File: config.mk
export PLATFORM = sky130hd
export DESIGN_NAME = fp_noround_unit
export DESIGN_NICKNAME = d
export VERILOG_FILES = /design/src/logic/fp_format_pkg.sv /design/src/logic/fpu_op_pkg.sv /design/src/logic/fp_compare.sv /design/src/logic/fp_noround_unit.sv /design/src/logic/fp_operand_classifier.sv /design/src/logic/fp_sign_class.sv /design/src/logic/fpu_result_ctrl.sv
export SDC_FILE = /design/constraint.sdc
export NUM_CORES = 1
export LEC_CHECK = 0
export ABC_AREA = 1
export BUFFER_PORTS_ARGS = -buffer_cell sky130_fd_sc_hd__buf_2
export CORE_MARGIN = 1
export CORE_UTILIZATION = 38
export CTS_BUF_LIST = sky130_fd_sc_hd__clkbuf_4 sky130_fd_sc_hd__clkbuf_8 sky130_fd_sc_hd__clkbuf_16
export CTS_CLUSTER_DIAMETER = 200
export DETAILED_ROUTE_END_ITERATION = 10
export PLACE_DENSITY = 0.64
export REMOVE_ABC_BUFFERS = 1
export SLEW_MARGIN = 10
export SYNTH_ARGS = -nofsm -noshare
export SYNTH_HDL_FRONTEND = slang
export SYNTH_SLANG_ARGS = --single-unit
File: constraint.sdc
create_clock -name clk_i -period 3.8 [get_ports clk_i]
set_input_delay 0.76 -clock clk_i [delete_from_list [all_inputs] [get_ports clk_i]]
set_output_delay 0.76 -clock clk_i [all_outputs]
set_load 0.05 [all_outputs]
File: src/logic/fp_format_pkg.sv
`default_nettype none

package fp_format_pkg;

    typedef logic [7:0]  exponent_t;   // biased exponent field
    typedef logic [22:0] mantissa_t;   // fraction without hidden bit

    // single precision word with sign in bit 31
    typedef struct packed {
        logic      sign;
        exponent_t exponent;
        mantissa_t mantissa;
    } float32_t;

    // class flags of one operand
    // the eight ordered flags are one-hot for non-NaN values
    typedef struct packed {
        logic is_neg_inf;
        logic is_neg_normal;
        logic is_neg_subnormal;
        logic is_neg_zero;
        logic is_pos_zero;
        logic is_pos_subnormal;
        logic is_pos_normal;
        logic is_pos_inf;
        logic is_snan;
        logic is_qnan;
        logic is_nan;
    } fp_class_t;

    localparam exponent_t EXP_ALL_ONES = 8'hFF;             // inf and NaN exponent

    localparam float32_t CANONICAL_NAN = 32'h7FC00000;      // positive quiet NaN

endpackage : fp_format_pkg

`default_nettype wire

File: src/logic/fpu_op_pkg.sv
`default_nettype none

package fpu_op_pkg;

    typedef logic [4:0] tag_t;   // destination tag riding along with the request

    typedef enum logic [1:0] {
        UNIT_NONE = 2'd0,
        UNIT_CMP  = 2'd1,
        UNIT_MISC = 2'd2
    } fpu_unit_e;

    typedef enum logic [2:0] {
        CMP_EQ  = 3'd0,
        CMP_LT  = 3'd1,
        CMP_LE  = 3'd2,
        CMP_MIN = 3'd3,
        CMP_MAX = 3'd4
    } cmp_op_e;

    typedef enum logic [1:0] {
        MISC_SGNJ  = 2'd0,
        MISC_SGNJN = 2'd1,
        MISC_SGNJX = 2'd2,
        MISC_CLASS = 2'd3
    } misc_op_e;

    typedef struct packed {
        fpu_unit_e unit;
        cmp_op_e   cmp_op;
        misc_op_e  misc_op;
    } fpu_op_t;

    typedef struct packed {
        fp_format_pkg::float32_t operand_a;
        fp_format_pkg::float32_t operand_b;
        fpu_op_t                 op;
        tag_t                    tag;
    } fpu_req_t;

    typedef struct packed {
        fp_format_pkg::float32_t result;
        logic                    invalid;
        tag_t                    tag;
    } fpu_resp_t;

endpackage : fpu_op_pkg

`default_nettype wire

File: src/logic/fp_compare.sv
`timescale 1ns/1ps
`default_nettype none

module fp_compare (
    input  fp_format_pkg::float32_t  operand_a_i,
    input  fp_format_pkg::float32_t  operand_b_i,
    input  fp_format_pkg::fp_class_t class_a_i,
    input  fp_format_pkg::fp_class_t class_b_i,
    input  fpu_op_pkg::cmp_op_e      cmp_op_i,
    output fp_format_pkg::float32_t  result_o,
    output logic                     invalid_o
);

    logic        any_nan;
    logic        any_snan;
    logic        both_zero;
    logic        equal;
    logic        less_total;   // -0 below +0 and NaN ignored
    logic        less;
    logic [30:0] mag_a;
    logic [30:0] mag_b;

    fp_format_pkg::float32_t min_val;
    fp_format_pkg::float32_t max_val;

    assign mag_a = {operand_a_i.exponent, operand_a_i.mantissa};
    assign mag_b = {operand_b_i.exponent, operand_b_i.mantissa};

    assign any_nan   = class_a_i.is_nan | class_b_i.is_nan;
    assign any_snan  = class_a_i.is_snan | class_b_i.is_snan;
    assign both_zero = (class_a_i.is_neg_zero | class_a_i.is_pos_zero)
                     & (class_b_i.is_neg_zero | class_b_i.is_pos_zero);

    always_comb begin : order
        if (operand_a_i.sign != operand_b_i.sign) begin
            less_total = operand_a_i.sign;     // negative a is the smaller one
        end else if (operand_a_i.sign) begin
            less_total = (mag_a > mag_b);      // order flips when both negative
        end else begin
            less_total = (mag_a < mag_b);
        end
    end : order

    // signed zeros count as equal here
    assign equal = !any_nan & ((operand_a_i == operand_b_i) | both_zero);
    assign less  = !any_nan & !both_zero & less_total;

    always_comb begin : minmax_sel
        if (class_a_i.is_nan && class_b_i.is_nan) begin
            min_val = fp_format_pkg::CANONICAL_NAN;
            max_val = fp_format_pkg::CANONICAL_NAN;
        end else if (class_a_i.is_nan) begin
            min_val = operand_b_i;
            max_val = operand_b_i;
        end else if (class_b_i.is_nan) begin
            min_val = operand_a_i;
            max_val = operand_a_i;
        end else begin
            min_val = less_total ? operand_a_i : operand_b_i;
            max_val = less_total ? operand_b_i : operand_a_i;
        end
    end : minmax_sel

    always_comb begin : op_sel
        result_o  = '0;
        invalid_o = 1'b0;
        case (cmp_op_i)
            fpu_op_pkg::CMP_EQ: begin
                result_o  = {31'b0, equal};
                invalid_o = any_snan;          // quiet compare
            end
            fpu_op_pkg::CMP_LT: begin
                result_o  = {31'b0, less};
                invalid_o = any_nan;           // signaling compare
            end
            fpu_op_pkg::CMP_LE: begin
                result_o  = {31'b0, less | equal};
                invalid_o = any_nan;
            end
            fpu_op_pkg::CMP_MIN: begin
                result_o  = min_val;
                invalid_o = any_snan;
            end
            fpu_op_pkg::CMP_MAX: begin
                result_o  = max_val;
                invalid_o = any_snan;
            end
            default: ;                         // undefined opcode gives zero
        endcase
    end : op_sel

    // an sNaN operand must never leak out of min or max
    always_comb begin : minmax_check
        if (cmp_op_i == fpu_op_pkg::CMP_MIN || cmp_op_i == fpu_op_pkg::CMP_MAX) begin
            a_minmax_no_snan: assert final (!(result_o.exponent == fp_format_pkg::EXP_ALL_ONES
                && result_o.mantissa != '0 && !result_o.mantissa[22]));
        end
    end : minmax_check

endmodule : fp_compare

`default_nettype wire

File: src/logic/fp_noround_unit.sv
`timescale 1ns/1ps
`default_nettype none

module fp_noround_unit (
    input  logic                  clk_i,
    input  logic                  rst_n_i,
    input  fpu_op_pkg::fpu_req_t  req_i,
    input  logic                  valid_i,
    output fpu_op_pkg::fpu_resp_t resp_o,
    output logic                  valid_o
);

    fp_format_pkg::fp_class_t class_a;
    fp_format_pkg::fp_class_t class_b;
    fp_format_pkg::float32_t  cmp_result;
    fp_format_pkg::float32_t  misc_result;
    logic                     cmp_invalid;

    fp_operand_classifier classify_a (
        .operand_i ( req_i.operand_a ),
        .class_o   ( class_a         )
    );

    fp_operand_classifier classify_b (
        .operand_i ( req_i.operand_b ),
        .class_o   ( class_b         )
    );

    fp_compare compare0 (
        .operand_a_i ( req_i.operand_a  ),
        .operand_b_i ( req_i.operand_b  ),
        .class_a_i   ( class_a          ),
        .class_b_i   ( class_b          ),
        .cmp_op_i    ( req_i.op.cmp_op  ),
        .result_o    ( cmp_result       ),
        .invalid_o   ( cmp_invalid      )
    );

    fp_sign_class sign_class0 (
        .operand_a_i ( req_i.operand_a  ),
        .operand_b_i ( req_i.operand_b  ),
        .class_a_i   ( class_a          ),
        .misc_op_i   ( req_i.op.misc_op ),
        .result_o    ( misc_result      )
    );

    fpu_result_ctrl result_ctrl0 (
        .clk_i         ( clk_i       ),
        .rst_n_i       ( rst_n_i     ),
        .req_i         ( req_i       ),
        .valid_i       ( valid_i     ),
        .cmp_result_i  ( cmp_result  ),
        .cmp_invalid_i ( cmp_invalid ),
        .misc_result_i ( misc_result ),
        .resp_o        ( resp_o      ),
        .valid_o       ( valid_o     )
    );

endmodule : fp_noround_unit

`default_nettype wire

File: src/logic/fp_operand_classifier.sv
`timescale 1ns/1ps
`default_nettype none

module fp_operand_classifier (
    input  fp_format_pkg::float32_t  operand_i,
    output fp_format_pkg::fp_class_t class_o
);

    logic exp_ones;
    logic exp_zero;
    logic man_zero;
    logic is_inf;
    logic is_normal;
    logic is_subnormal;
    logic is_zero;
    logic neg;

    assign exp_ones = (operand_i.exponent == fp_format_pkg::EXP_ALL_ONES);
    assign exp_zero = (operand_i.exponent == '0);
    assign man_zero = (operand_i.mantissa == '0);
    assign neg      = operand_i.sign;

    assign is_inf       = exp_ones & man_zero;
    assign is_normal    = !exp_ones & !exp_zero;
    assign is_subnormal = exp_zero & !man_zero;
    assign is_zero      = exp_zero & man_zero;

    always_comb begin : class_decode
        class_o.is_neg_inf       = is_inf & neg;
        class_o.is_neg_normal    = is_normal & neg;
        class_o.is_neg_subnormal = is_subnormal & neg;
        class_o.is_neg_zero      = is_zero & neg;
        class_o.is_pos_zero      = is_zero & !neg;
        class_o.is_pos_subnormal = is_subnormal & !neg;
        class_o.is_pos_normal    = is_normal & !neg;
        class_o.is_pos_inf       = is_inf & !neg;

        // quiet bit is the top fraction bit
        class_o.is_nan  = exp_ones & !man_zero;
        class_o.is_snan = exp_ones & !man_zero & !operand_i.mantissa[22];
        class_o.is_qnan = exp_ones & operand_i.mantissa[22];
    end : class_decode

endmodule : fp_operand_classifier

`default_nettype wire

File: src/logic/fp_sign_class.sv
`timescale 1ns/1ps
`default_nettype none

module fp_sign_class (
    input  fp_format_pkg::float32_t  operand_a_i,
    input  fp_format_pkg::float32_t  operand_b_i,
    input  fp_format_pkg::fp_class_t class_a_i,
    input  fpu_op_pkg::misc_op_e     misc_op_i,
    output fp_format_pkg::float32_t  result_o
);

    logic [9:0] class_mask;
    logic       new_sign;

    // bit 0 is negative infinity, bit 9 quiet NaN
    assign class_mask = {
        class_a_i.is_qnan,
        class_a_i.is_snan,
        class_a_i.is_pos_inf,
        class_a_i.is_pos_normal,
        class_a_i.is_pos_subnormal,
        class_a_i.is_pos_zero,
        class_a_i.is_neg_zero,
        class_a_i.is_neg_subnormal,
        class_a_i.is_neg_normal,
        class_a_i.is_neg_inf
    };

    always_comb begin : sign_sel
        case (misc_op_i)
            fpu_op_pkg::MISC_SGNJN: new_sign = !operand_b_i.sign;
            fpu_op_pkg::MISC_SGNJX: new_sign = operand_a_i.sign ^ operand_b_i.sign;
            default:                new_sign = operand_b_i.sign;
        endcase
    end : sign_sel

    always_comb begin : result_sel
        if (misc_op_i == fpu_op_pkg::MISC_CLASS) begin
            result_o = {22'b0, class_mask};          // zero extended mask
        end else begin
            result_o          = operand_a_i;         // keep a's magnitude
            result_o.sign     = new_sign;
        end
    end : result_sel

endmodule : fp_sign_class

`default_nettype wire

File: src/logic/fpu_result_ctrl.sv
`timescale 1ns/1ps
`default_nettype none

module fpu_result_ctrl (
    input  logic                    clk_i,
    input  logic                    rst_n_i,
    input  fpu_op_pkg::fpu_req_t    req_i,
    input  logic                    valid_i,
    input  fp_format_pkg::float32_t cmp_result_i,
    input  logic                    cmp_invalid_i,
    input  fp_format_pkg::float32_t misc_result_i,
    output fpu_op_pkg::fpu_resp_t   resp_o,
    output logic                    valid_o
);

    fp_format_pkg::float32_t result_sel;
    logic                    invalid_sel;

    always_comb begin : unit_decode
        result_sel  = '0;
        invalid_sel = 1'b0;
        case (req_i.op.unit)
            fpu_op_pkg::UNIT_CMP: begin
                result_sel  = cmp_result_i;
                invalid_sel = cmp_invalid_i;
            end
            fpu_op_pkg::UNIT_MISC: begin
                result_sel  = misc_result_i;   // misc group never raises invalid
            end
            default: ;                         // UNIT_NONE answers with zero
        endcase
    end : unit_decode

    // output stage cleared on every edge without a request
    always_ff @(posedge clk_i) begin : resp_stage
        if (!rst_n_i || !valid_i) begin
            resp_o <= '0;
        end else begin
            resp_o.result  <= result_sel;
            resp_o.invalid <= invalid_sel;
            resp_o.tag     <= req_i.tag;
        end
    end : resp_stage

    always_ff @(posedge clk_i) begin : valid_stage
        if (!rst_n_i) begin
            valid_o <= 1'b0;
        end else begin
            valid_o <= valid_i;
        end
    end : valid_stage

    // requester must only send encodings the datapaths know
    a_defined_op: assert property (@(posedge clk_i) disable iff (!rst_n_i)
        valid_i |-> (req_i.op.unit inside {fpu_op_pkg::UNIT_NONE, fpu_op_pkg::UNIT_CMP,
                                           fpu_op_pkg::UNIT_MISC})
                 && (req_i.op.unit != fpu_op_pkg::UNIT_CMP
                     || req_i.op.cmp_op inside {fpu_op_pkg::CMP_EQ, fpu_op_pkg::CMP_LT,
                                                fpu_op_pkg::CMP_LE, fpu_op_pkg::CMP_MIN,
                                                fpu_op_pkg::CMP_MAX}));

endmodule : fpu_result_ctrl

`default_nettype wire

Word level (Yosys, flattened, before mapping)
Cells that the tools add are included.
{"block": "totals", "latchBits": 0, "elab_cells": 90, "ramBits": 0, "register_bits": 39, "rom_bits": 0, "n_memories": 0, "inputBits": 79, "out_inout_bits": 39}
{"block": "op_classes", "div": 0, "n_reduce_logical": 22, "order_cmp": 2, "eq_ne": 13, "n_mux": 15, "add_sub_neg": 0, "bitwise_logic": 32, "mul": 0, "shift": 0}
{"operator": "2-to-1 mux 32 bit", "n": 9}
{"operator": "one-hot mux 32 bit (5 select lines)", "n": 1}
{"operator": "one-hot mux 32 bit (2 select lines)", "n": 1}
{"operator": "logical NOT 23 bit", "n": 2}
{"operator": "== test 32 bit", "n": 1}
{"operator": "> comparator 31 bit", "n": 1}
{"operator": "less-than comparator 31 bit", "n": 1}
{"operator": "bitwise AND 1 bit", "n": 24}
{"operator": "== test 8 bit, second input constant", "n": 2}
{"operator": "logical NOT 8 bit", "n": 2}
{"operator": "logical NOT 1 bit", "n": 12}
{"operator": "== test 2 bit, second input constant", "n": 3}
{"operator": "== test 3 x 2 -> 1 bit, second input constant", "n": 2}
{"operator": "OR 1 bit", "n": 6}
{"operator": "== test 2 x 1 -> 1 bit, second input constant", "n": 2}
{"operator": "one-hot mux 1 bit (2 select lines)", "n": 2}
{"operator": "OR reduction 2 bit", "n": 2}
{"operator": "== test 3 x 1 -> 1 bit, second input constant", "n": 1}
{"operator": "== test 3 bit, second input constant", "n": 1}
{"operator": "logical NOT 3 bit", "n": 1}
{"operator": "OR reduction 3 bit", "n": 1}
{"operator": "2-to-1 mux 1 bit", "n": 2}
{"operator": "logical AND 1 bit", "n": 1}
{"operator": "logical OR 1 bit", "n": 1}
{"operator": "other kinds (3)", "n": 3}

Longest topological paths before layout
Gate-level depths: netlist of the first run.
{"block": "logic_depth", "word_depth": 11, "mapped_depth": 23}

Hierarchy
A second synthesis of the first run with hierarchy kept.
{"block": "hier_totals", "cells_unflattened": 883, "area_unflattened_um2": 4822.1}
{"mod": "fp_compare", "cells_each": 465, "instances": 1, "area_per_inst_um2": 2439.8, "seq_area_each_um2": 0.0}
{"mod": "fpu_result_ctrl", "cells_each": 228, "instances": 1, "area_per_inst_um2": 1575.3, "seq_area_each_um2": 780.7}
{"mod": "fp_operand_classifier", "cells_each": 49, "instances": 2, "area_per_inst_um2": 212.7, "seq_area_each_um2": 0.0}
{"mod": "fp_sign_class", "cells_each": 92, "instances": 1, "area_per_inst_um2": 381.6, "seq_area_each_um2": 0.0}

Least setup slack after synthesis of the first run
No wires, ideal clock.
{"block": "synth_path", "path_type": "input to register", "from": "in req_i[42] (netlist bit)", "to": "reg result_ctrl0.resp_o[10] (netlist name)", "arrival_ns": 2.394, "setup_ns": 0.128, "n_path_buf": 1, "required_ns": 3.672, "path_stages": 20, "setup_slack_ns": 1.279, "path_cell_list": "inv_1 -> ha_1 -> nand2_1 -> nor2_2 -> nand4_2 -> nor3_2 -> nand2_1 -> nand2_1 -> nand2_1 -> nand2_2 -> nand2_2 -> nand2_2 -> nand2_2 -> nand2_2 -> nand2_2 -> buf_4 -> nand2_1 -> nand2_1 -> a21oi_1 -> nor2_1"}
{"block": "synth_between", "elab_chain_cells": 9, "word_cells_on_any_way": 17}
{"element": "start: declaration", "line_no": "fp_noround_unit.sv:7", "source": "input fpu_op_pkg::fpu_req_t req_i,"}
{"element": "less-than comparator 31 bit or > comparator 31 bit (tied branches)", "line_no": "fp_compare.sv:40, fp_compare.sv:38"}
{"element": "2-to-1 mux 1 bit", "line_no": "fp_compare.sv:37", "source": "end else if (operand_a_i.sign) begin"}
{"element": "2-to-1 mux 1 bit", "line_no": "fp_compare.sv:35", "source": "if (operand_a_i.sign != operand_b_i.sign) begin"}
{"element": "2-to-1 mux 32 bit (on tied branches)", "line_no": "fp_compare.sv:60, fp_compare.sv:59"}
{"element": "2-to-1 mux 32 bit", "line_no": "fp_compare.sv:55", "source": "end else if (class_b_i.is_nan) begin"}
{"element": "2-to-1 mux 32 bit", "line_no": "fp_compare.sv:52", "source": "end else if (class_a_i.is_nan) begin"}
{"element": "2-to-1 mux 32 bit", "line_no": "fp_compare.sv:49", "source": "if (class_a_i.is_nan && class_b_i.is_nan) begin"}
{"element": "one-hot mux 32 bit (5 select lines) *", "line_no": "fp_compare.sv:67", "source": "case (cmp_op_i)"}
{"element": "one-hot mux 32 bit (2 select lines) *", "line_no": "fpu_result_ctrl.sv:22", "source": "case (req_i.op.unit)"}
Mark *: on every way between the ends. The rest lies on a longest branch, timed or not.
A chain may end at the register's enable or synchronous reset.

Worst setup path in the final report of the first run
{"block": "layout_path", "from": "in req_i[34] (netlist bit)", "to": "reg result_ctrl0.resp_o[32] (netlist name)"}
{"block": "layout_between", "elab_chain_cells": 9, "word_cells_on_any_way": 18}
{"element": "less-than comparator 31 bit or > comparator 31 bit (tied branches)", "line_no": "fp_compare.sv:40, fp_compare.sv:38"}
{"element": "2-to-1 mux 1 bit", "line_no": "fp_compare.sv:37"}
{"element": "2-to-1 mux 1 bit", "line_no": "fp_compare.sv:35"}
{"element": "2-to-1 mux 32 bit (on tied branches)", "line_no": "fp_compare.sv:60, fp_compare.sv:59"}
{"element": "2-to-1 mux 32 bit", "line_no": "fp_compare.sv:55"}
{"element": "2-to-1 mux 32 bit", "line_no": "fp_compare.sv:52"}
{"element": "2-to-1 mux 32 bit", "line_no": "fp_compare.sv:49"}
{"element": "one-hot mux 32 bit (5 select lines) *", "line_no": "fp_compare.sv:67"}
{"element": "one-hot mux 32 bit (2 select lines) *", "line_no": "fpu_result_ctrl.sv:22"}
Marks and branches as above.

==> results of run 1 <==
-- critical path, cell delays in order --
cell and delay (ns):
buf_2 0.15, inv_1 0.06, ha_1 0.30, a21o_1 0.16, nor2_1 0.10, nand2_1 0.06, a21oi_1 0.18, nand2_1 0.08
nand2_1 0.07, nand2_2 0.07, nand2_2 0.08, nand2_2 0.07, nand2_2 0.08, nand2_2 0.06, nand2_2 0.48, nand2_1 0.11
nand2_1 0.09, nand2_1 0.05, a21oi_1 0.15
-- through the flow --
step	power (mW)	utilization, %	hold WS, ns	cell area [sq um]
3_5_place_dp	0.733	47.6	0.978	3970
6_report	1.09	48.9	0.658	4080
5_1_grt	1.16	48.9	0.654	4080
2_1_floorplan	0.612	-	0.872	3230
4_1_cts	1.10	48.9	0.649	4080
3_3_place_gp	0.727	47.6	0.973	3970
-- state kept, by name, indices dropped and copies added (netlist names) --
register	count
result_ctrl0.valid_o	1
result_ctrl0.resp_o	38
-- power by group through the flow --
stage,Sequential [mW],Combinational (mW),Clock [mW]
global route,0.418,0.353,0.390
CTS,0.417,0.308,0.377
floorplan,0.452,0.160,0
finish,0.417,0.307,0.364
global placement,0.427,0.301,0
detailed placement,0.427,0.306,0
-- layout by cell type (no fill, tap or decap), drive strengths merged, types with 3 or more instances in the layout --
master / netlist / layout
nor3: 5 / 5
buf: 10 / 120
o211ai: 3 / 3
ha: 38 / 38
o21ai: 12 / 12
a21oi: 45 / 45
nand4: 12 / 12
dfxtp: 39 / 39
nand2: 225 / 225
nor4: 8 / 8
clkbuf: 7 / 5
nand3: 14 / 14
inv: 77 / 77
nor2: 38 / 38
-- area by class of cell --
class                      count  area, sq um  area share [%]
clock buffer                   5         68.8            1.69
clock inverter                 3         43.8            1.07
inverter                      77          289            7.09
multi-input combinational    411         2160            52.9
sequential                    39          781            19.1
tap                          105          131            3.22
timing repair buffer         120          608            14.9
-- final timing paths --
kind | from | to | slack, ns | cells past startpoint
worst max-delay path | req_i[34] | result_ctrl0.resp_o[32] | 0.86 | 19
worst min-delay path | req_i[4] | result_ctrl0.resp_o[4] | 0.66 | 3
-- routing by layer --
| layer | up-vias | share of wire (%) | global-route usage, % |
|---|---|---|---|
| met1 | 1663 | 47 | 28.2 |
| li1 | 1938 | - | - |
| met4 | 0 | 1.5 | 6.59 |
| met5 | - | 0 | 0 |
| met3 | 11 | 3.9 | 2.76 |
| met2 | 86 | 48 | 40.7 |
-- cell families after synthesis --
group / count (synthesis)
AOI/OAI and AO/OA: 68
and+or+nand+nor: 305
adders and majority gates: 38
DFF: 39
buffers and inverters: 94
==> flow_metrics.py, run 1 <==
metrics = {
    "timing": {
        "min_period_ns": 2.94,
        "clock.fmax_ghz": 0.340,
        "setup_tns_ns": 0,
        "finalHoldViolations": 0,
        "finalMaxSlewViolations": 0,
        "rsz0062_at_grt": "false",
        "fin_crit_sh_pct": 77.5,
        "slew_headroom_pct": 52.3,
        "tightest_slew_ns": 0.715,
        "fin_ws_ns": 0.856,
        "final-setup-viol-count": 0,
    },
    "logic_synthesis": {
        "synth.area.top_cells": "nand2_1 (24%), dfxtp_1 (23%), ha_1 (14%)",
        "synth-seq-cells": 39,
        "netlist_area_sq_um": 3340,
        "synth.most_common_cell": "nand2_1",
        "synth_async_sr_flop_share_pct": 0,
        "seq_area_frac_synth_pct": 23.4,
        "synth_top_area_share_pct": 24.2,
        "avgSynthCellArea_sq_um": 6.14,
        "yosysWarnings": 0,
        "synth_top_area_cell": "nand2_1",
        "synth-xor-area-share_pct": 0,
        "syn_inst": 544,
        "synth-compound-area-share_pct": 11.3,
        "synth_top_family_by_area": "simple AND/OR/NAND/NOR gates",
        "synth-adder-area-share_pct": 14.2,
        "synthDistinctLibCells": 35,
        "synth_edf_count": 0,
        "synthTopCellsByCount": "nand2_1 (215), inv_1 (74), a21oi_1 (43)",
        "muxShareOfSynthArea_pct": 0,
        "synth_simple_gate_area_share_pct": 39.1,
        "ys.flop_type": "dfxtp_1",
    },
    "setup_path": {
        "arrival_ns": 3.17,
        "cp_data_required_time_ns": 4.02,
        "path_max_fanout": 30,
        "crit_type": "in -> reg",
        "critPathCaptureType": "flip-flop",
        "cp-start-kind": "primary input",
    },
    "floorplan": {
        "die_h_microns": 95.7,
        "initial_utilization_pct": 40.0,
        "fp.dieW_microns": 95.7,
        "core_sq_um": 8340,
        "rows": 33,
        "io_pins": 118,
        "dieArea_sq_um": 9160,
    },
    "clock_network": {
        "cts_buffers": 5,
        "ctsResizeCount": 0,
        "htree_num_levels": 2,
        "clockRootBuffer": "clkbuf_8",
        "post_cts_buffers": 0,
        "cts_tree": "yes",
        "cts_buffer_depth": 2,
        "cts_sinks": 39,
        "clk_pin_slew_ns": 0.09,
        "hold_buffers": 0,
    },
    "layout": {
        "area_delta_synth_final_pct": 22.2,
        "fill_cells": 928,
        "fin_cells": 760,
        "diodes": 0,
        "drive_above_1_share_pct": 23.7,
        "final_nets": 771,
    },
    "placement": {
        "port_buffers": 117,
        "dp_hpwl_microns": 7650,
        "place_congestion": 0.856,
        "pre_cts_ws_ns": 0.535,
        "dp.cells": 752,
    },
    "outcome": {
        "status": "finished, final reports clean",
    },
    "detailed_routing": {
        "via_count": 3698,
        "vias_per_cell": 4.87,
        "avgRoutedWirePerCell_microns": 12.9,
        "firstDrtPassIters": 4,
        "routed_wl_microns": 9820,
        "ant_nets": 0,
        "drt_iter0_drc": 104,
        "drc": 0,
    },
    "power_and_ir_drop": {
        "intPower_mw": 0.717,
        "power_density_nw_per_um2": 267,
        "power_frac_seq_pct": 38.3,
        "p_leak_nw": 2.28,
        "switching_share_pct": 34.1,
        "clkPwrFrac_pct": 33.4,
        "comb_power_share_pct": 28.2,
        "vdd_ir_drop_max_v": 0.000157,
        "p_switching_mw": 0.371,
    },
    "hold_path": {
        "hold_path_class": "in -> reg",
    },
    "global_route": {
        "antenna_found_initial": 0,
        "grt-ovfl-total": 0,
        "grt_pass1_wl_microns": 16300,
        "grt_use_total_pct": 22.7,
        "grt_max_degree": 33,
        "grt_pass1_vias": 3588,
    },
    "job": {
        "drv_cap": 0,
    },
}
No activity file was read; power rests on OpenSTA's default activity.
==> inputs of run 2 (changes only) <==
- ABC_AREA: 1 -> 0
- PLACE_DENSITY: 0.64 -> 0.66
- clock period: 3.8 -> 2.8 ns (I/O delays scaled with it)
==> flow_metrics.py, run 2 <==
metrics = {
    "outcome": {
        "status": "complete, but fails checks",
        "failed_checks": "negative setup slack",
    },
    "clock_network": {
        "clk_pin_slew_ns": 0.08,
        "cts_tree": "yes",
        "cts_sinks": 39,
        "cts_buffer_depth": 2,
        "clockRootBuffer": "clkbuf_8",
        "hold_buffers": 0,
        "cts_buffers": 5,
        "htree_num_levels": 2,
    },
    "logic_synthesis": {
        "seq_area_frac_synth_pct": 28.3,
        "yosysWarnings": 0,
        "synth_async_sr_flop_share_pct": 0,
        "synthTopCellsByCount": "dfxtp_1 (39), ha_1 (38), inv_1 (38)",
        "synth.most_common_cell": "dfxtp_1",
        "syn_inst": 326,
        "avgSynthCellArea_sq_um": 8.46,
        "synthDistinctLibCells": 43,
        "synth_edf_count": 0,
        "ys.flop_type": "dfxtp_1",
        "synth_top_area_cell": "dfxtp_1",
        "synth_top_area_share_pct": 28.3,
        "synth-seq-cells": 39,
        "netlist_area_sq_um": 2760,
        "synth.area.top_cells": "dfxtp_1 (28%), ha_1 (17%), inv_1 (5.2%)",
    },
    "detailed_routing": {
        "avgRoutedWirePerCell_microns": 15.5,
        "vias_per_cell": 5.27,
        "routed_wl_microns": 9930,
        "via_count": 3366,
        "drt_iter0_drc": 171,
        "ant_nets": 0,
        "drc": 0,
        "firstDrtPassIters": 4,
    },
    "floorplan": {
        "die_h_microns": 87.2,
        "core_sq_um": 6910,
        "io_pins": 118,
        "rows": 30,
        "fp.dieW_microns": 87.2,
        "dieArea_sq_um": 7600,
        "initial_utilization_pct": 39.9,
    },
    "timing": {
        "fin_crit_sh_pct": 110,
        "fin_ws_ns": -0.277,
        "min_period_ns": 3.08,
        "final-setup-viol-count": 30,
        "clock.fmax_ghz": 0.325,
        "slew_headroom_pct": 58.6,
        "tightest_slew_ns": 0.617,
        "rsz0062_at_grt": "true",
        "finalHoldViolations": 0,
        "whs_ns": 0.490,
        "finalMaxSlewViolations": 0,
    },
    "layout": {
        "final_nets": 659,
        "regMostFlops": "result_ctrl0.resp_o",
        "area_delta_synth_final_pct": 65.4,
        "final_util_pct": 66.1,
        "largest_reg_flops": 38,
        "final_cell_mix": "buf_2 (106), buf_4 (93), dfxtp_1 (39)",
        "layout_commonest_cell": "buf_2",
        "top_regs": "result_ctrl0.resp_o: 38 flops, result_ctrl0.valid_o: 1 flops",
        "drive_above_1_share_pct": 47.5,
        "diodes": 0,
    },
    "global_route": {
        "grt_max_degree": 13,
        "grt-ovfl-total": 0,
        "grt_pass1_vias": 3188,
        "grt_use_total_pct": 25.9,
        "antenna_found_initial": 0,
        "grt_pass1_wl_microns": 15000,
    },
    "setup_path": {
        "cp-startpoint": "req_i[34]",
        "worstPathCellList": "buf_8 -> inv_4 -> ha_4 -> nand4_1 -> or4_4 -> or4_4 -> o211ai_1 -> o31a_2 -> buf_6 -> mux2i_4 -> buf_12 -> a21oi_4 -> a221o_1",
        "crit_type": "in -> reg",
        "path_buf_inv": 4,
        "crit_cells": 13,
        "cp_top_family": "simple AND/OR/NAND/NOR gates",
        "critPathCaptureType": "flip-flop",
        "path_max_fanout": 7,
        "cp-start-kind": "primary input",
        "slowest_stage": "or4_4",
        "cp_data_required_time_ns": 2.99,
        "timing.critical_path.mode_cell": "or4_4",
        "endpoint": "result_ctrl0.resp_o[7]",
        "arrival_ns": 3.27,
        "max_stage_delay_ns": 0.56,
    },
    "job": {
        "drv_cap": 0,
    },
    "placement": {
        "place_congestion": 0.918,
        "dp_hpwl_microns": 7720,
        "port_buffers": 117,
    },
    "hold_path": {
        "hold_path_class": "in -> reg",
        "worstHoldStart": "req_i[4]",
    },
    "power_and_ir_drop": {
        "vdd_ir_drop_max_v": 0.000159,
        "p_leak_nw": 2.29,
        "power_density_nw_per_um2": 350,
    },
}
-- run 2: per-stage QoR --
stage	worst slack, ns	instance area, sq um	instances	total power, mW	setup TNS (ns)
global route	-0.328	4560	639	1.66	-8.90
global placement	-0.778	4090	621	0.949	-22.75
CTS	-0.260	4530	637	1.58	-6.21
finish	-0.277	4560	639	1.60	-7.01
floorplan	-0.523	2700	320	0.728	-13.50
detailed placement	-0.848	4090	621	0.955	-24.77
-- run 2: power breakdown --
part	switching [mW]	internal, mW
Combinational	0.220	0.232
Clock	0.217	0.366
Sequential	0.00126	0.560
-- run 2: logic make-up after synthesis --
family                     Yosys count  synth area share [%]
and+or+nand+nor                    111                  21.0
DFF                                 39                  28.3
muxes                                6                  2.22
buffers and inverters               44                  7.35
adders and majority gates           38                  17.2
AOI/OAI and AO/OA                   88                  23.9
-- run 2: how the worst min path moves through the flow --
stage / endpoint / slack, ns / depth (start not counted)
after global routing: result_ctrl0.resp_o[1] / 0.49 / 2
final: result_ctrl0.resp_o[4] / 0.49 / 2
after floorplan: result_ctrl0.resp_o[16] / 0.69 / 1
after CTS: result_ctrl0.resp_o[4] / 0.49 / 2
after global placement: result_ctrl0.resp_o[3] / 0.80 / 2
after detailed placement: result_ctrl0.resp_o[4] / 0.80 / 2
-- run 2: repair_timing --
item                                    in CTS  in global routing
endpoints found under the hold margin        0                  0
endpoints found under the setup margin      30                 30
gates cloned                                 3                  0
buffers inserted                             5                  2
pin swaps                                   20                  7
resized for setup                           42                  3
-- run 2: layout make-up --
class / instances / area, sq um
fill: 627 / 2340
multi-input combinational: 246 / 1970
timing repair buffer: 212 / 1410
sequential: 39 / 781
inverter: 38 / 145
tap: 96 / 120
clock buffer: 6 / 76.3
clock inverter: 2 / 60.1
-- run 2: metal layers --
layer  global-route usage (%)  routed length [microns]  vias up
met1                     32.8                     4340     1541
met3                     3.51                      661       21
met2                     44.5                     4690      130
met5                        0                        0        -
li1                         -                        -     1674
met4                     10.3                      229        0
==> inputs of run 3 (changes only) <==
- TNS_END_PERCENT: not set -> 5
==> flow_metrics.py, run 3 (same netlist as run 2, synthesis figures left out) <==
metrics = {
    "layout": {
        "regMostFlops": "result_ctrl0.resp_o",
        "design_area_sq_um": 4520,
        "diodes": 0,
        "layout_commonest_cell": "buf_2",
        "area_delta_synth_final_pct": 63.8,
        "fill_cells": 633,
        "largest_reg_flops": 38,
        "final_cell_mix": "buf_2 (112), buf_4 (89), dfxtp_1 (39)",
        "top_regs": "result_ctrl0.resp_o: 38 flops, result_ctrl0.valid_o: 1 flops",
        "final_util_pct": 65.4,
        "drive_above_1_share_pct": 46.9,
        "final_nets": 656,
    },
    "detailed_routing": {
        "drt_iter0_drc": 193,
        "drc": 0,
        "via_count": 3375,
        "ant_nets": 0,
        "avgRoutedWirePerCell_microns": 15.6,
        "vias_per_cell": 5.31,
        "firstDrtPassIters": 4,
        "routed_wl_microns": 9900,
    },
    "floorplan": {
        "rows": 30,
        "die_h_microns": 87.2,
        "fp.dieW_microns": 87.2,
        "core_sq_um": 6910,
        "initial_utilization_pct": 39.9,
        "dieArea_sq_um": 7600,
        "io_pins": 118,
    },
    "timing": {
        "slew_headroom_pct": 58.3,
        "min_period_ns": 3.09,
        "finalMaxSlewViolations": 0,
        "whs_ns": 0.492,
        "rsz0062_at_grt": "true",
        "fin_ws_ns": -0.286,
        "finalHoldViolations": 0,
        "clock.fmax_ghz": 0.324,
        "final-setup-viol-count": 30,
        "fin_crit_sh_pct": 110,
        "tightest_slew_ns": 0.620,
    },
    "clock_network": {
        "cts_buffers": 5,
        "clk_pin_slew_ns": 0.08,
        "clockRootBuffer": "clkbuf_8",
        "cts_tree": "yes",
        "cts_buffer_depth": 2,
        "cts_sinks": 39,
        "htree_num_levels": 2,
        "hold_buffers": 0,
    },
    "placement": {
        "dp_hpwl_microns": 7720,
        "place_congestion": 0.918,
        "place_area_sq_um": 4090,
        "pre_cts_ws_ns": -0.848,
        "port_buffers": 117,
    },
    "power_and_ir_drop": {
        "power_density_nw_per_um2": 351,
        "vdd_ir_drop_max_v": 0.000172,
        "p_leak_nw": 2.27,
    },
    "hold_path": {
        "hold_path_class": "in -> reg",
    },
    "setup_path": {
        "path_max_fanout": 7,
        "arrival_ns": 3.28,
        "crit_type": "in -> reg",
        "critPathCaptureType": "flip-flop",
        "cp-start-kind": "primary input",
        "cp_data_required_time_ns": 2.99,
    },
    "global_route": {
        "grt_max_degree": 13,
        "grt_use_total_pct": 25.5,
        "grt_pass1_vias": 3173,
        "grt_pass1_wl_microns": 14800,
        "antenna_found_initial": 0,
        "grt-ovfl-total": 0,
    },
    "job": {
        "drv_cap": 0,
    },
    "outcome": {
        "status": "complete, but fails checks",
        "failed_checks": "negative setup slack",
    },
}
-- run 3: area by class of cell --
class	count	area (sq um)	share of cell area [%]
clock buffer	6	76.3	1.69
clock inverter	2	60.1	1.33
inverter	38	145	3.21
multi-input combinational	246	1990	44.0
sequential	39	781	17.3
tap	96	120	2.66
timing repair buffer	209	1350	29.9
-- run 3: what timing repair did --
| action | 4_1_cts | 5_1_grt |
|---|---|---|
| setup endpoints to repair | 30 | 31 |
| pin swaps | 16 | 4 |
| buffers inserted | 4 | 0 |
| resized for setup | 17 | 18 |
| cloned | 3 | 0 |
-- run 3: power by group --
group	switching [mW]	internal [mW]	total [mW]
registers	0.00125	0.560	0.561
clock network	0.216	0.366	0.582
logic	0.220	0.224	0.444
total	0.437	1.15	1.59
-- run 3: worst max-delay path: stages --
cell and delay (ns):
buf_2 0.09, inv_1 0.05, ha_1 0.28, nand4_1 0.13, or4_4 0.51, or4_4 0.43
o211ai_1 0.10, o31a_2 0.21, buf_6 0.13, mux2i_4 0.25, buf_12 0.15, a21oi_4 0.07
a221o_1 0.32
-- run 3: final timing paths --
| check | from | end | slack [ns] | depth (start not counted) |
|---|---|---|---|---|
| setup / recovery | req_i[35] | result_ctrl0.resp_o[9] | -0.29 | 13 |
| hold / removal | req_i[4] | result_ctrl0.resp_o[4] | 0.49 | 2 |
-- run 3: metrics by stage --
step	std cells	TNS, ns	total power, mW
2_1_floorplan	320	-13.50	0.728
5_1_grt	636	-10.40	1.66
3_3_place_gp	621	-22.75	0.949
4_1_cts	636	-7.20	1.56
3_5_place_dp	621	-24.77	0.955
6_report	636	-7.52	1.59
-- run 3: layer usage --
metal  vias up  part of all wire, %  GRT usage, %
met1      1549                   43          32.7
met4         0                  2.6          10.3
met2       135                   47          43.6
met3        23                  6.5          3.03
met5         -                    0             0
li1       1668                    -             -
